**src/hdl/cache_cfg_pkg.sv**
```systemverilog
`default_nettype none

package cache_cfg_pkg;

  localparam int addr_width     = 32;
  localparam int data_width     = 32;
  localparam int be_width       = 4;
  localparam int line_words     = 4; // also the burst length
  localparam int num_sets       = 64;
  localparam int num_ways       = 4;
  localparam int index_width    = 6;
  localparam int word_sel_width = 2;
  localparam int byte_sel_width = 2;
  localparam int tag_width      = 22;
  localparam int way_width      = 2;

  localparam logic [10:0] lfsr_seed = 11'd101;

  typedef logic [tag_width-1:0]             tag_t;
  typedef logic [index_width-1:0]           index_t;
  typedef logic [word_sel_width-1:0]        word_sel_t;
  typedef logic [way_width-1:0]             way_t;
  typedef logic [line_words*data_width-1:0] line_t; // word 0 in the top bits

  typedef struct packed {
    logic valid;
    logic dirty;
    logic lfill; // line still filling, never hits
    tag_t tag;
  } tag_entry_t;

endpackage

`default_nettype wire

```
**src/hdl/cache_bus_pkg.sv**
```systemverilog
`default_nettype none

package cache_bus_pkg;

  typedef struct packed {
    logic [cache_cfg_pkg::addr_width-1:0] addr;
    logic                                 rd;
    logic                                 wr;
    logic [cache_cfg_pkg::be_width-1:0]   be;
    logic [cache_cfg_pkg::data_width-1:0] wr_data;
  } cpu_req_t;

  typedef struct packed {
    logic [cache_cfg_pkg::addr_width-1:0] addr;
    logic                                 rd;
    logic                                 wr;
    logic [cache_cfg_pkg::data_width-1:0] wr_data;
  } mem_req_t;

  // install command from the linefill buffer to the ways
  typedef struct packed {
    logic                  install;
    cache_cfg_pkg::way_t   way;
    cache_cfg_pkg::index_t index;
    logic                  dirty;
    cache_cfg_pkg::tag_t   tag;
    cache_cfg_pkg::line_t  line;
  } fill_t;

  typedef enum logic {
    IDLE,
    WRITEBACK
  } ctrl_state_t;

endpackage

`default_nettype wire

```
**src/hdl/cache_ctrl.sv**
```systemverilog
`default_nettype none
`timescale 1ns/100ps

module cache_ctrl (
  input  wire                                  clock,
  input  wire                                  reset_n,
  input  wire cache_bus_pkg::cpu_req_t         cpu_req,
  input  wire                                  way_hit,
  input  wire                                  lfill_hit,
  input  wire                                  busy,
  input  wire cache_cfg_pkg::tag_entry_t       sel_entry,
  input  wire cache_cfg_pkg::way_t             sel_way,
  input  wire [cache_cfg_pkg::data_width-1:0]  wb_data,
  input  wire                                  mem_waitrequest,
  output logic                                 cpu_rd_valid,
  output logic                                 cpu_waitrequest,
  output logic                                 cpu_write,
  output logic                                 alloc,
  output cache_cfg_pkg::way_t                  alloc_way,
  output logic                                 tag_write,
  output cache_cfg_pkg::tag_entry_t            new_tag,
  output logic                                 lfsr_step,
  output cache_cfg_pkg::word_sel_t             wb_word,
  output cache_bus_pkg::mem_req_t              mem_req
);

  localparam int low_bits = cache_cfg_pkg::word_sel_width + cache_cfg_pkg::byte_sel_width;

  cache_bus_pkg::ctrl_state_t state;
  cache_cfg_pkg::word_sel_t   wb_cnt;
  cache_cfg_pkg::tag_t        cpu_tag;
  cache_cfg_pkg::index_t      cpu_index;
  logic                       hit;
  logic                       miss;
  logic                       can_start;
  logic                       victim_dirty;
  logic                       start_wb;
  logic                       start_fill;
  logic                       wb_accept;
  logic                       wb_last;

  assign cpu_tag   = cpu_req.addr[cache_cfg_pkg::addr_width-1 -: cache_cfg_pkg::tag_width];
  assign cpu_index = cpu_req.addr[low_bits +: cache_cfg_pkg::index_width];

  assign hit             = way_hit | lfill_hit;
  assign miss            = (cpu_req.rd | cpu_req.wr) & ~hit;
  assign cpu_waitrequest = miss;
  assign cpu_rd_valid    = cpu_req.rd & hit;
  assign cpu_write       = cpu_req.wr & hit;

  // one linefill at a time
  assign can_start    = (state == cache_bus_pkg::IDLE) & miss & ~busy;
  assign victim_dirty = sel_entry.valid & sel_entry.dirty;
  assign start_wb     = can_start & victim_dirty;
  assign wb_accept    = (state == cache_bus_pkg::WRITEBACK) & mem_req.wr & ~mem_waitrequest;
  assign wb_last      = wb_accept
                      & (wb_cnt == cache_cfg_pkg::word_sel_t'(cache_cfg_pkg::line_words - 1));
  assign start_fill   = (can_start & ~victim_dirty) | wb_last;

  assign alloc     = start_fill;
  assign alloc_way = sel_way;
  assign lfsr_step = can_start & ~victim_dirty;
  assign tag_write = (cpu_write & ~lfill_hit) | start_wb | start_fill;

  // word to load into the write data register
  assign wb_word = (state == cache_bus_pkg::WRITEBACK)
                 ? cache_cfg_pkg::word_sel_t'(wb_cnt + 1'b1)
                 : '0;

  always_comb begin
    new_tag = sel_entry;
    if (start_fill)
      new_tag = '{valid: 1'b1, dirty: 1'b0, lfill: 1'b1, tag: cpu_tag};
    else if (start_wb)
      new_tag.valid = 1'b0; // invalid while the dirty line goes out
    else
      new_tag.dirty = 1'b1;
  end

  always_ff @(posedge clock, negedge reset_n) begin
    if (!reset_n) begin
      state   <= cache_bus_pkg::IDLE;
      wb_cnt  <= '0;
      mem_req <= '0;
    end else begin
      case (state)
        cache_bus_pkg::IDLE:      if (start_wb) state <= cache_bus_pkg::WRITEBACK;
        cache_bus_pkg::WRITEBACK: if (wb_last) state <= cache_bus_pkg::IDLE;
        default:                  state <= cache_bus_pkg::IDLE;
      endcase

      if (start_wb) begin
        mem_req.addr    <= {sel_entry.tag, cpu_index, {low_bits{1'b0}}};
        mem_req.wr      <= 1'b1;
        mem_req.wr_data <= wb_data;
        wb_cnt          <= '0;
      end else if (wb_accept) begin
        mem_req.addr    <= mem_req.addr + cache_cfg_pkg::be_width;
        mem_req.wr_data <= wb_data;
        wb_cnt          <= wb_cnt + 1'b1;
        if (wb_last)
          mem_req.wr <= 1'b0;
      end

      // fill address overrides the last writeback increment
      if (start_fill) begin
        mem_req.addr <= {cpu_req.addr[cache_cfg_pkg::addr_width-1:cache_cfg_pkg::byte_sel_width],
                         {cache_cfg_pkg::byte_sel_width{1'b0}}};
        mem_req.rd   <= 1'b1;
      end else if (!mem_waitrequest) begin
        mem_req.rd <= 1'b0;
      end
    end
  end

endmodule

`default_nettype wire

```
**config.mk**
```make
export PLATFORM = sky130hd
export DESIGN_NAME = cache_ctrl
export DESIGN_NICKNAME = d
export VERILOG_FILES = /design/src/hdl/cache_cfg_pkg.sv /design/src/hdl/cache_bus_pkg.sv /design/src/hdl/cache_ctrl.sv
export SDC_FILE = /design/constraint.sdc
export NUM_CORES = 1
export LEC_CHECK = 0
export BUFFER_PORTS_ARGS = -buffer_cell sky130_fd_sc_hd__clkbuf_2
export CAP_MARGIN = 0
export CORE_ASPECT_RATIO = 0.75
export CORE_MARGIN = 5
export CORE_UTILIZATION = 47
export CTS_BUF_LIST = sky130_fd_sc_hd__clkbuf_16
export CTS_CLUSTER_SIZE = 25
export DETAILED_ROUTE_END_ITERATION = 12
export PLACE_DENSITY = 0.86
export SETUP_SLACK_MARGIN = 0.5
export SYNTH_ARGS = -nofsm -noshare
export SYNTH_HDL_FRONTEND = slang
export SYNTH_SLANG_ARGS = --single-unit
export TNS_END_PERCENT = 10
```
**constraint.sdc**
```tcl
create_clock -name clock -period 6.1 [get_ports clock]
set_input_delay 0.915 -clock clock [delete_from_list [all_inputs] [get_ports clock]]
set_output_delay 0.915 -clock clock [all_outputs]
set_load 0.1 [all_outputs]
```
# Word-level counts from Yosys, hierarchy flattened
# Index checks and enable logic that the tools add are counted.
[totals]
out_inout_bits = 101
word_cells = 55
register_bits = 69
inputBits = 135
[classes]
bitwise_logic = 23
n_eq_ne = 2
add_sub_neg = 2
n_mux = 18
n_reduce_logical = 4
[ops]
columns = ["operator", "n"]
rows = [
  ["$mux 32", 3],
  ["$mux 33", 2],
  ["$add 32x3->32 const B", 1],
  ["$mux 23", 1],
  ["$and 1x1->1", 12],
  ["$mux 2", 4],
  ["$mux 1", 7],
  ["$not 1->1", 6],
  ["$or 1x1->1", 5],
  ["$reduce_bool 2->1", 2],
  ["$reduce_bool 3->1", 1],
  ["$add 2x1->2 const B", 1],
  ["$eq 2x2->1 const B", 1],
  ["$ne 2x1->1 const B", 1],
  ["$pmux 1 s2", 1],
  ["$reduce_and 2->1", 1],
]

# Logic depth before layout (Yosys ltp)
[logic_depth]
depth_word = 8
ltp_mapped = 10

# Least setup slack after synthesis
# Ideal clock, no wire load.
[synth_path]
kind = "input port to output port"
startpoint = "input port cpu_req[36] (netlist name)"
endpoint = "output port new_tag[24] (netlist name)"
path_buffers = 3
slack_ns = 1.576
arrival_ns = 3.609
stages = 7
cell_sequence = "or2_0 buf_2 nand3_2 o21a_1 buf_4 clkbuf_1 nand2_1"
[synth_rtl]
columns = ["item", "line", "source"]
rows = [
  ["from (decl)", "cache_ctrl.sv:7", "input wire cache_bus_pkg::cpu_req_t cpu_req,"],
  ["to (decl)", "cache_ctrl.sv:21", "output cache_cfg_pkg::tag_entry_t new_tag,"],
]

==> reports/results.ini <==
[global_route]
grt_busiest_layer = met2
grt_pass1_vias = 3781
overflow = 0
grt_use_met3_pct = 4.80
grt_pass1_wl_mm = 19.1
grt_usage_pct = 23.7
antenna_found_initial = 0
grt_max_degree = 68
grt_util_met1_pct = 33.4
grt_use_met2_pct = 37.8

[setup_path]
rrSetupSlack_ns = 3.66
critPathKind = primary input to output port
r2r_end = mem_req[55]$_DFFE_PN0P_
crit_path_start = way_hit
crit_arrival_ns = 3.33
cp-end-kind = output port
worst_r2r_path_depth = 6
start_kind = primary input
endpoint = new_tag[8]
crit_fanout = 38
cp_slowest_cell = inv_2
required_ns = 5.18
cp_slowest_stage_delay_ns = 0.51
crit_chain = clkbuf_2 > nor2_1 > nand3_2 > o21a_1 > inv_2 > nand2_1 > nand2_1 > clkbuf_2
r2r_start = state$_DFF_PN0_

[synthesis]
yosys.area_share.xor_xnor_pct = 2.67
netlist_area_um2 = 3930
yosys_warnings = 0
avgSynthCellArea_um2 = 9.19
synth_ff_type = dfrtp_1
yosys-top-cells-count = nand2_1 (96), dfrtp_1 (67), a21oi_1 (26), mux2_2 (19), o21ai_0 (17)
synthMostInstantiatedCell = nand2_1
seq_area_frac_synth_pct = 42.6
synth_area_leaders = dfrtp_1 (43%), nand2_1 (9.2%), mux2_2 (5.4%)
yosysUniqueCellTypes = 62
synth_mux_area_share_pct = 9.93
yosys.area_share.adder_pct = 0.637
yosysTopAreaCellShare_pct = 42.6
ys_ff_latch = 67
async_flop_share_pct = 100
synth_top_family_by_area = simple AND/OR/NAND/NOR gates
synth-simple-area-share_pct = 22.0
synth_edf_count = 0
yosysTopAreaCell = dfrtp_1
synth_compound_area_share_pct = 16.3
synth_cells = 428

[timing]
setup_viol = 0
tightestPinTransition_ns = 1.06
fmax_ghz = 0.236
drv_slew = 0
period_needed_ns = 4.24
rsz0062_at_grt = no
fin_skew_ns = 0.00743
hold_viol = 0
setup_tns_ns = 0
period_share_pct = 69.6
slew_headroom_pct = 29.2

[cts]
clkTransAtPathRegs_ns = 0.06
cts_tree = yes
clk_latency_ns = 0.32
cts-root-buf = clkbuf_16
ctsResizeCount = 0
cts.htree.levels = 3
cts_buffer_depth = 2
ctsHoldBuffers = 0
cts_made_buffers = 9
postCtsSetupRepairBufs = 0
cts.sinks = 67

[finish]
drive_gt1_share_pct = 39.6
area_growth_pct = 32.3
stdcell_area_um2 = 5200
utilization_pct = 64.8
layout.nets = 741
num_antenna_cells = 0

[placed_design]
port_buffers = 191
dp_hpwl_mm = 9.47
placed_area_um2 = 4860
finalWeightedCongestion = 0.887

[routing]
ant_nets = 0
first_pass_iters = 5
drc = 0
vias = 4023
routed_wl_mm = 12.6
drt_iter0_drc = 322
routed_via_density = 5.63
wl_per_cell_um = 17.6

[floorplan]
start_util_pct = 49.0
die_x_um = 116
ios = 236
coreArea_um2 = 8020
row_count = 28
die_h_um = 89.2
die-area_um2 = 10300

[job]
drv_cap = 0

[outcome]
status = complete, no violations

[hold_path]
worst_hold_path_type = flop to flop

-- layout make-up --
cell class	count	area [um2]
clock buffer	9	225
clock inverter	7	116
fill	674	2820
inverter	6	22.5
multi-input combinational	325	2040
sequential	67	1680
tap	105	131
timing repair buffer	195	986
-- how the worst min path moves through the flow --
stage / from / to / slack, ns / depth (start not counted)
floorplan: wb_cnt[1]$_DFFE_PN0P_ / wb_cnt[1]$_DFFE_PN0P_ / 0.51 / 2
global placement: mem_req[25]$_DFFE_PN0P_ / mem_req[25]$_DFFE_PN0P_ / 0.47 / 1
detailed placement: mem_req[12]$_DFFE_PN0P_ / mem_req[12]$_DFFE_PN0P_ / 0.48 / 1
CTS: mem_req[12]$_DFFE_PN0P_ / mem_req[12]$_DFFE_PN0P_ / 0.49 / 1
global route: mem_req[12]$_DFFE_PN0P_ / mem_req[12]$_DFFE_PN0P_ / 0.50 / 1
finish: mem_req[12]$_DFFE_PN0P_ / mem_req[12]$_DFFE_PN0P_ / 0.49 / 1
-- metrics by stage --
stage | cells | setup WS, ns | hold slack, ns
final | 714 | 1.86 | 0.489
after global routing | 714 | 1.66 | 0.503
after CTS | 714 | 1.86 | 0.493
after detailed placement | 698 | 1.86 | 0.480
after global placement | 698 | 1.92 | 0.466
after floorplan | 429 | 1.58 | 0.506
-- sequential cells by signal, summed over array words and instances (netlist names) --
signal	cells
wb_cnt	2
mem_req	64
state	1
-- logic make-up after synthesis --
logic type	count (synthesis)
other	1
xor gates and xnor gates	12
and+or+nand+nor	178
muxes	35
DFF	67
buffers and inverters	37
AOI/OAI and AO/OA	96
adders and majority gates	2
-- worst max-delay path, delay by kind of cell --
kind	cells	cell delay (ns)
AO/OA/AOI/OAI	1	0.31
AND/OR/NAND/NOR	4	1.02
buffers and inverters	3	1.06
-- cells in the final DEF, fill, tap and decap left out, types with 7 or more instances in the layout --
master / instances
nand4_1: 7
a21oi_1: 26
nand3_1: 16
clkbuf_2: 190
nand2_1: 96
mux2_1: 13
dfrtp_1: 67
nor2_1: 16
nor3_1: 8
xor2_1: 10
clkbuf_16: 9
mux2_2: 19
o21ai_0: 17
-- routing by layer --
metal  vias up  wire length [um]
met5         -                 0
met4         0               142
met3        19              1250
met2       237              5770
met1      1866              5400
li1       1901                 -
Power is left out: the tool's default activity adds up to more than one toggle a clock period on the data nets, which glitch-free logic cannot reach.
