## src/hdl/cache_cfg_pkg.sv

```systemverilog
`default_nettype none

package cache_cfg_pkg;

  localparam int addr_width     = 32;
  localparam int data_width     = 32;
  localparam int be_width       = 4;
  localparam int line_words     = 4; // also the burst length
  localparam int num_sets       = 64;
  localparam int num_ways       = 4;
  localparam int index_width    = 6;
  localparam int word_sel_width = 2;
  localparam int byte_sel_width = 2;
  localparam int tag_width      = 22;
  localparam int way_width      = 2;

  localparam logic [10:0] lfsr_seed = 11'd101;

  typedef logic [tag_width-1:0]             tag_t;
  typedef logic [index_width-1:0]           index_t;
  typedef logic [word_sel_width-1:0]        word_sel_t;
  typedef logic [way_width-1:0]             way_t;
  typedef logic [line_words*data_width-1:0] line_t; // word 0 in the top bits

  typedef struct packed {
    logic valid;
    logic dirty;
    logic lfill; // line still filling, never hits
    tag_t tag;
  } tag_entry_t;

endpackage

`default_nettype wire

```

## src/hdl/cache_bus_pkg.sv

```systemverilog
`default_nettype none

package cache_bus_pkg;

  typedef struct packed {
    logic [cache_cfg_pkg::addr_width-1:0] addr;
    logic                                 rd;
    logic                                 wr;
    logic [cache_cfg_pkg::be_width-1:0]   be;
    logic [cache_cfg_pkg::data_width-1:0] wr_data;
  } cpu_req_t;

  typedef struct packed {
    logic [cache_cfg_pkg::addr_width-1:0] addr;
    logic                                 rd;
    logic                                 wr;
    logic [cache_cfg_pkg::data_width-1:0] wr_data;
  } mem_req_t;

  // install command from the linefill buffer to the ways
  typedef struct packed {
    logic                  install;
    cache_cfg_pkg::way_t   way;
    cache_cfg_pkg::index_t index;
    logic                  dirty;
    cache_cfg_pkg::tag_t   tag;
    cache_cfg_pkg::line_t  line;
  } fill_t;

  typedef enum logic {
    IDLE,
    WRITEBACK
  } ctrl_state_t;

endpackage

`default_nettype wire

```

## src/hdl/linefill_buffer.sv

```systemverilog
`default_nettype none
`timescale 1ns/100ps

module linefill_buffer (
  input  wire                                  clock,
  input  wire                                  reset_n,
  input  wire cache_bus_pkg::cpu_req_t         cpu_req,
  input  wire                                  alloc,
  input  wire cache_cfg_pkg::way_t             alloc_way,
  input  wire                                  cpu_write,
  input  wire [cache_cfg_pkg::data_width-1:0]  cur_word,
  input  wire [cache_cfg_pkg::data_width-1:0]  mem_rd_data,
  input  wire                                  mem_rd_valid,
  output logic                                 busy,
  output logic                                 lfill_hit,
  output logic [cache_cfg_pkg::data_width-1:0] lfill_word,
  output cache_bus_pkg::fill_t                 fill
);

  localparam int dw = cache_cfg_pkg::data_width;
  localparam int lw = cache_cfg_pkg::line_words;

  logic [lw-1:0]            valid;
  logic                     dirty;
  cache_cfg_pkg::tag_t      tag;
  cache_cfg_pkg::index_t    index;
  cache_cfg_pkg::way_t      way;
  cache_cfg_pkg::word_sel_t mem_idx; // next word of the burst
  cache_cfg_pkg::line_t     line;
  cache_cfg_pkg::tag_t      cpu_tag;
  cache_cfg_pkg::index_t    cpu_index;
  cache_cfg_pkg::word_sel_t cpu_word;
  logic                     all_valid;

  assign cpu_tag   = cpu_req.addr[cache_cfg_pkg::addr_width-1 -: cache_cfg_pkg::tag_width];
  assign cpu_index = cpu_req.addr[cache_cfg_pkg::byte_sel_width + cache_cfg_pkg::word_sel_width
                                  +: cache_cfg_pkg::index_width];
  assign cpu_word  = cpu_req.addr[cache_cfg_pkg::byte_sel_width +: cache_cfg_pkg::word_sel_width];

  assign all_valid  = &valid;
  assign lfill_hit  = valid[cpu_word] & (tag == cpu_tag) & (index == cpu_index);
  assign lfill_word = line[(lw-1-cpu_word)*dw +: dw];

  assign fill = '{install: all_valid, way: way, index: index, dirty: dirty, tag: tag, line: line};

  always_ff @(posedge clock, negedge reset_n) begin
    if (!reset_n) begin
      valid <= '0;
      dirty <= 1'b0;
      busy  <= 1'b0;
    end else if (alloc) begin
      valid <= '0;
      dirty <= 1'b0;
      busy  <= 1'b1;
    end else if (all_valid) begin // install cycle
      valid <= '0;
      dirty <= 1'b0;
      busy  <= 1'b0;
    end else begin
      if (mem_rd_valid)
        valid[mem_idx] <= 1'b1;
      if (cpu_write && lfill_hit)
        dirty <= 1'b1;
    end
  end

  always_ff @(posedge clock) begin
    if (alloc) begin
      tag     <= cpu_tag;
      index   <= cpu_index;
      way     <= alloc_way;
      mem_idx <= cpu_word; // critical word first
    end else if (mem_rd_valid) begin
      mem_idx <= mem_idx + 1'b1; // wraps within the line
    end
    if (mem_rd_valid)
      line[(lw-1-mem_idx)*dw +: dw] <= mem_rd_data;
    if (cpu_write && lfill_hit && !all_valid)
      line[(lw-1-cpu_word)*dw +: dw] <= cur_word;
  end

endmodule

`default_nettype wire

```

## config.mk

```make
export PLATFORM = sky130hd
export DESIGN_NAME = linefill_buffer
export DESIGN_NICKNAME = d
export VERILOG_FILES = /design/src/hdl/cache_cfg_pkg.sv /design/src/hdl/cache_bus_pkg.sv /design/src/hdl/linefill_buffer.sv
export SDC_FILE = /design/constraint.sdc
export NUM_CORES = 1
export LEC_CHECK = 0
export ABC_AREA = 1
export BUFFER_PORTS_ARGS = -buffer_cell sky130_fd_sc_hd__buf_2
export CAP_MARGIN = 20
export CORE_MARGIN = 1
export CORE_UTILIZATION = 40
export CTS_CLUSTER_SIZE = 30
export DETAILED_ROUTE_END_ITERATION = 12
export SYNTH_ARGS = -nofsm -noshare
export SYNTH_HDL_FRONTEND = slang
export SYNTH_SLANG_ARGS = --single-unit
```

## constraint.sdc

```tcl
create_clock -name clock -period 2.9 [get_ports clock]
set_input_delay 0.29 -clock clock [delete_from_list [all_inputs] [get_ports clock]]
set_output_delay 0.29 -clock clock [all_outputs]
set_load 0.02 [all_outputs]
```

==> Word-level counts from Yosys, hierarchy flattened <==
Index checks and enable logic that the tools add are counted.
{ "classes": {"n_addsub": 5, "magnitude_cmp": 3, "n_eq_ne": 2, "shifts": 5, "mux": 18, "n_bitwise": 3, "n_reduce_logical": 9} }
{ "ops": {"columns": ["cell", "n"], "rows": [
  ["bitwise mux 128 bit", 2],
  ["two-way mux 128 bit", 2],
  ["variable shift 32 x 34 -> 128 bit, first input constant", 2],
  ["indexed part select 32 x 34 -> 128 bit", 2],
  ["indexed part select 128 x 33 -> 32 bit", 1],
  ["negation 32 -> 34 bit", 2],
  ["== test 22 bit", 1],
  ["two-way mux 4 bit", 3],
  ["two-way mux 1 bit", 7],
  ["== test 6 bit", 1],
  ["less-than comparator 2 x 3 -> 1 bit, second input constant", 2],
  ["nonzero test 3 bit", 2],
  ["subtractor 2 x 2 -> 3 bit, first input constant", 2],
  ["two-way mux 2 bit", 2],
  ["bitwise OR 4 bit", 1],
  ["AND reduction 4 bit", 1],
  ["nonzero test 2 bit", 2],
  ["logical AND 1 bit", 3],
  ["adder 2 x 1 -> 2 bit, second input constant", 1],
  ["AND 1 bit", 2],
  ["binary-select mux 1 bit (select 2 bit)", 1],
  ["demux 1 bit (select 2 bit)", 1],
  [">= comparator 2 x 1 -> 1 bit, second input constant", 1],
  ["zero test 1 bit", 1]
]} }
{ "word_totals": {"ff_bits": 166, "input_bits": 141, "output_inout_bits": 194, "elab_cells": 53} }

==> Longest topological paths before layout <==
{ "logic_depth": {"word_depth": 8, "depth_mapped": 15, "depth_no_buf": 12} }

==> Worst setup path after synthesis <==
No wires, ideal clock.
{ "synth_path": {"kind": "input-to-reg", "from": "input port cpu_req[40] (netlist name)", "to": "register line[43]", "setup_time_ps": 109, "arrival_ps": 2435, "slack_ps": 355, "cell_stages": 13, "n_path_buf": 5, "path_cell_list": "buf_2 -> inv_2 -> buf_2 -> clkbuf_1 -> clkbuf_1 -> ha_1 -> nand2_1 -> clkbuf_1 -> nor2_1 -> a21oi_1 -> nand4_1 -> nand2_1 -> inv_1"} }
{ "synth_via": {"elab_chain_len": 7, "word_cells_on_any_way": 12} }
{ "synth_rtl": {"columns": ["element", "line", "text"], "rows": [
  ["start: declaration", "linefill_buffer.sv:7", "input wire cache_bus_pkg::cpu_req_t cpu_req,"],
  ["branches (longest 6 deep; another with negation 32 -> 34 bit)", null, null],
  ["two-way mux 128 bit (*)", "linefill_buffer.sv:78", "if (cpu_write && lfill_hit && !all_valid)"],
  ["end signal: indexed assignment", "linefill_buffer.sv:77", "line[(lw-1-mem_idx)*dw +: dw] <= mem_rd_data;"],
  ["end signal: indexed assignment", "linefill_buffer.sv:79", "line[(lw-1-cpu_word)*dw +: dw] <= cur_word;"],
  ["end: declaration", "linefill_buffer.sv:29", "cache_cfg_pkg::line_t line;"]
]} }
Every way passes the cells marked *. The select of a mux whose other input is x is not followed.
A chain may end at the register's enable or synchronous reset.

==> Worst setup path in the final report <==
{ "layout_path": {"from": "register mem_idx[0]", "to": "register line[77]"} }
{ "layout_via": {"elab_chain_len": 7, "word_cells_on_any_way": 8} }
{ "layout_rtl": {"columns": ["element", "line", "text"], "rows": [
  ["start: declaration", "linefill_buffer.sv:28", "cache_cfg_pkg::word_sel_t mem_idx;"],
  ["start signal: assignment", "linefill_buffer.sv:72", "mem_idx <= cpu_word;"],
  ["start signal: assignment", "linefill_buffer.sv:74", "mem_idx <= mem_idx + 1'b1;"],
  ["subtractor 2 x 2 -> 3 bit (*)", "linefill_buffer.sv:77", null],
  ["negation 32 -> 34 bit (*)", "linefill_buffer.sv:77", null],
  ["indexed part select 32 x 34 -> 128 bit or variable shift 32 x 34 -> 128 bit (tied branches)", "linefill_buffer.sv:77", null],
  ["bitwise mux 128 bit (*)", "linefill_buffer.sv:77", null],
  ["two-way mux 128 bit (*)", "linefill_buffer.sv:76", "if (mem_rd_valid)"],
  ["bitwise mux 128 bit", "linefill_buffer.sv:79", null],
  ["two-way mux 128 bit (*)", "linefill_buffer.sv:78", null]
]} }
Every way passes the cells marked *; elsewhere a longest branch is shown, timed or not.

==> results.cfg <==
[routing]
drt-total-wl_mm = 46.34
vias_per_cell = 5.293
vias = 14090
drc = 0
wl_per_cell_um = 17.40
first_pass_iters = 6
ant_nets = 0
dr.first_iter.drc_count = 1286

[final_layout]
area_delta_synth_final_pct = 18.96
nNetsFinal = 2414
final_util_pct = 48.43
nFillCells = 3189
multi_input_area_um2 = 6127
seqCellArea_um2 = 3674
antenna_cells = 0
drive_gt1_share_pct = 16.85

[floorplan]
die_h_um = 175.7
core_um2 = 29640
initial_core_util_pct = 40.71
die-area_um2 = 30870
die_x_um = 175.7
num_rows = 63
io_pins = 335

[sta]
period_needed_ps = 2472
finClkSkew_ps = 17.36
maxSlewHeadroom_pct = 26.16
final-max-slew-violation-count = 0
finalHoldViolCount = 0
setup_viol = 0
grt_setup_unrepaired = false
tns_ps = 0
tightestPinTransition_ps = 1105
timing.final.crit_share_pct = 85.24
fmax_mhz = 404.5

[power_and_ir_drop]
p_leak_nw = 7.810
peakVddDrop_uv = 462.6
pwr_density_cell_nw_per_um2 = 541.1

[cts]
clockRootBuffer = clkbuf_16
cts_setup_buffers = 0
ctsLongestPathBuffers = 2
clk_latency_ps = 440
cts.sinks = 166
cts_tree = yes
htree_levels = 4
cts_buffers = 17
clk_pin_slew_ps = 70

[run_status]
status = completed

[logic_synthesis]
yosysTopAreaCellShare_pct = 21.24
syn_nets = 2205
yosysWarnings = 0
avgSynthCellArea_um2 = 5.883
seq_area_frac_synth_pct = 30.44
netlist_top_cells_area = dfxtp_1, nand2_1, inv_1
syn_inst = 2051
syn_area_um2 = 12070
synthMostInstantiatedCell = nand2_1
synth_edf_count = 32
ys.flop_type = dfxtp_1
yosys.area.top_type = dfxtp_1
synth_cell_types = 27
synth-seq-cells = 166
synthArstFlopShare_pct = 3.614
synth.top_cells.by_count = nand2_1, inv_1, a21oi_1

[setup_path]
arrival_ps = 2850
r2r_end = line[77]
path_cells = inv_2 -> ha_1 -> nand2_1 -> clkinv_1 -> buf_4 -> nand2_1 -> a21oi_1 -> a22oi_1 -> nand4_1 -> nand2_1 -> inv_1
cp_top_family = buffers and inverters
reg2reg_depth = 11
cpMostUsedCell = nand2_1
critPathRequiredTime_ps = 3280
path_max_fanout = 24
end_kind = flop
reg2reg_slack_ps = 430
r2r_start = mem_idx[0]
worstSetupStartpointType = flop
cpMaxStageDelayCell = edfxtp_1
critPathBufInv = 4
cp_slowest_stage_delay_ps = 520
crit_type = reg -> reg

[global_routing]
grt_max_degree = 130
grt_use_total_pct = 29.42
grt.overflow.total = 0
grt_pass1_vias = 12710
antenna_found_initial = 0
grt_pass1_wl_mm = 71.70

[placed_design]
routabilityCongestion = 0.8268
place_hpwl_mm = 29.83
port_buffers = 294

[min_path]
holdPathEnd = way[0]
hp-start = alloc_way[0]
hp-class = in -> reg
min_path_cells = 1

[run]
drv.max_cap_violation_count = 0
## power breakdown
group          internal [mW]  switching (mW)  leakage (nW)
Combinational          0.833            1.79          6.14
Clock                   1.10            1.08         0.232
Sequential              2.68           0.285          1.44
Total                   4.61            3.16          7.81
## logic make-up after synthesis
| group | synth area share, % |
|---|---|
| fa+ha+maj | 1.348 |
| simple gates | 31.84 |
| xor+xnor | 0.2904 |
| flops | 30.44 |
| compound gates | 16.84 |
| buf+inv | 19.23 |
## what timing repair did
action / in CTS / in global routing
endpoints found under the hold margin: 6 / 0
hold buffers: 1 / 0
resized for setup: 0 / 0
## flip-flops by register name, summed over array words and instances, names as in the netlist
signal / count
way: 2
dirty: 1
valid: 4
line: 128
index: 6
tag: 22
busy: 1
mem_idx: 2
## through the flow
stage	hold slack, ps	std cells	instance area [um^2]	total power [mW]	worst slack, ps
after CTS	14.69	2663	14350	7.767	481.8
after global placement	132.7	2630	13810	5.554	184.0
final	25.90	2663	14350	7.767	428.1
after detailed placement	133.9	2630	13810	5.600	83.89
after global routing	11.27	2663	14350	8.204	227.3
after floorplan	-5.591	2051	12070	4.610	355.3
## layout make-up
type | instances | area share (%)
Clock inverter | 14 | 0.7061
Clock buffer | 18 | 2.990
Tap cell | 390 | 3.400
Timing Repair Buffer | 333 | 13.11
Inverter | 440 | 11.51
Multi-Input combinational cell | 1302 | 42.69
Sequential cell | 166 | 25.59
## routing by layer
layer / part of all wire (%) / GRT usage (%)
met5: 0 / 0
met4: 2.6 / 10.33
met3: 9.1 / 4.589
met2: 46 / 48.24
met1: 42 / 39.01
## worst max-delay path by stage
| stage | start | end | slack (ps) | cells past startpoint |
|---|---|---|---|---|
| after floorplan | cpu_req[40] | line[43] | 360 | 13 |
| after global placement | cpu_req[40] | line[69] | 180 | 9 |
| after detailed placement | cpu_req[40] | line[78] | 80 | 9 |
| after CTS | mem_idx[0] | line[77] | 480 | 11 |
| after global routing | mem_idx[0] | line[83] | 230 | 11 |
| final | mem_idx[0] | line[77] | 430 | 11 |
## cell usage in the layout, fill, tap and decap left out, types with 3 or more instances in the layout
cell type / count
buf_12: 9
inv_2: 9
nand4_1: 163
nand3_1: 36
o22ai_1: 4
ha_1: 12
dfxtp_1: 128
clkinvlp_4: 7
a22oi_1: 32
edfxtp_1: 32
nor2_1: 183
clkbuf_16: 17
o21ai_0: 164
xnor2_1: 3
buf_2: 293
nand2_1: 497
buf_4: 30
inv_6: 4
dfrtp_1: 6
nand2_2: 3
nor4_1: 5
a21oi_1: 189
nor2_4: 4
inv_1: 429
No activity file was read; power rests on OpenSTA's default activity.
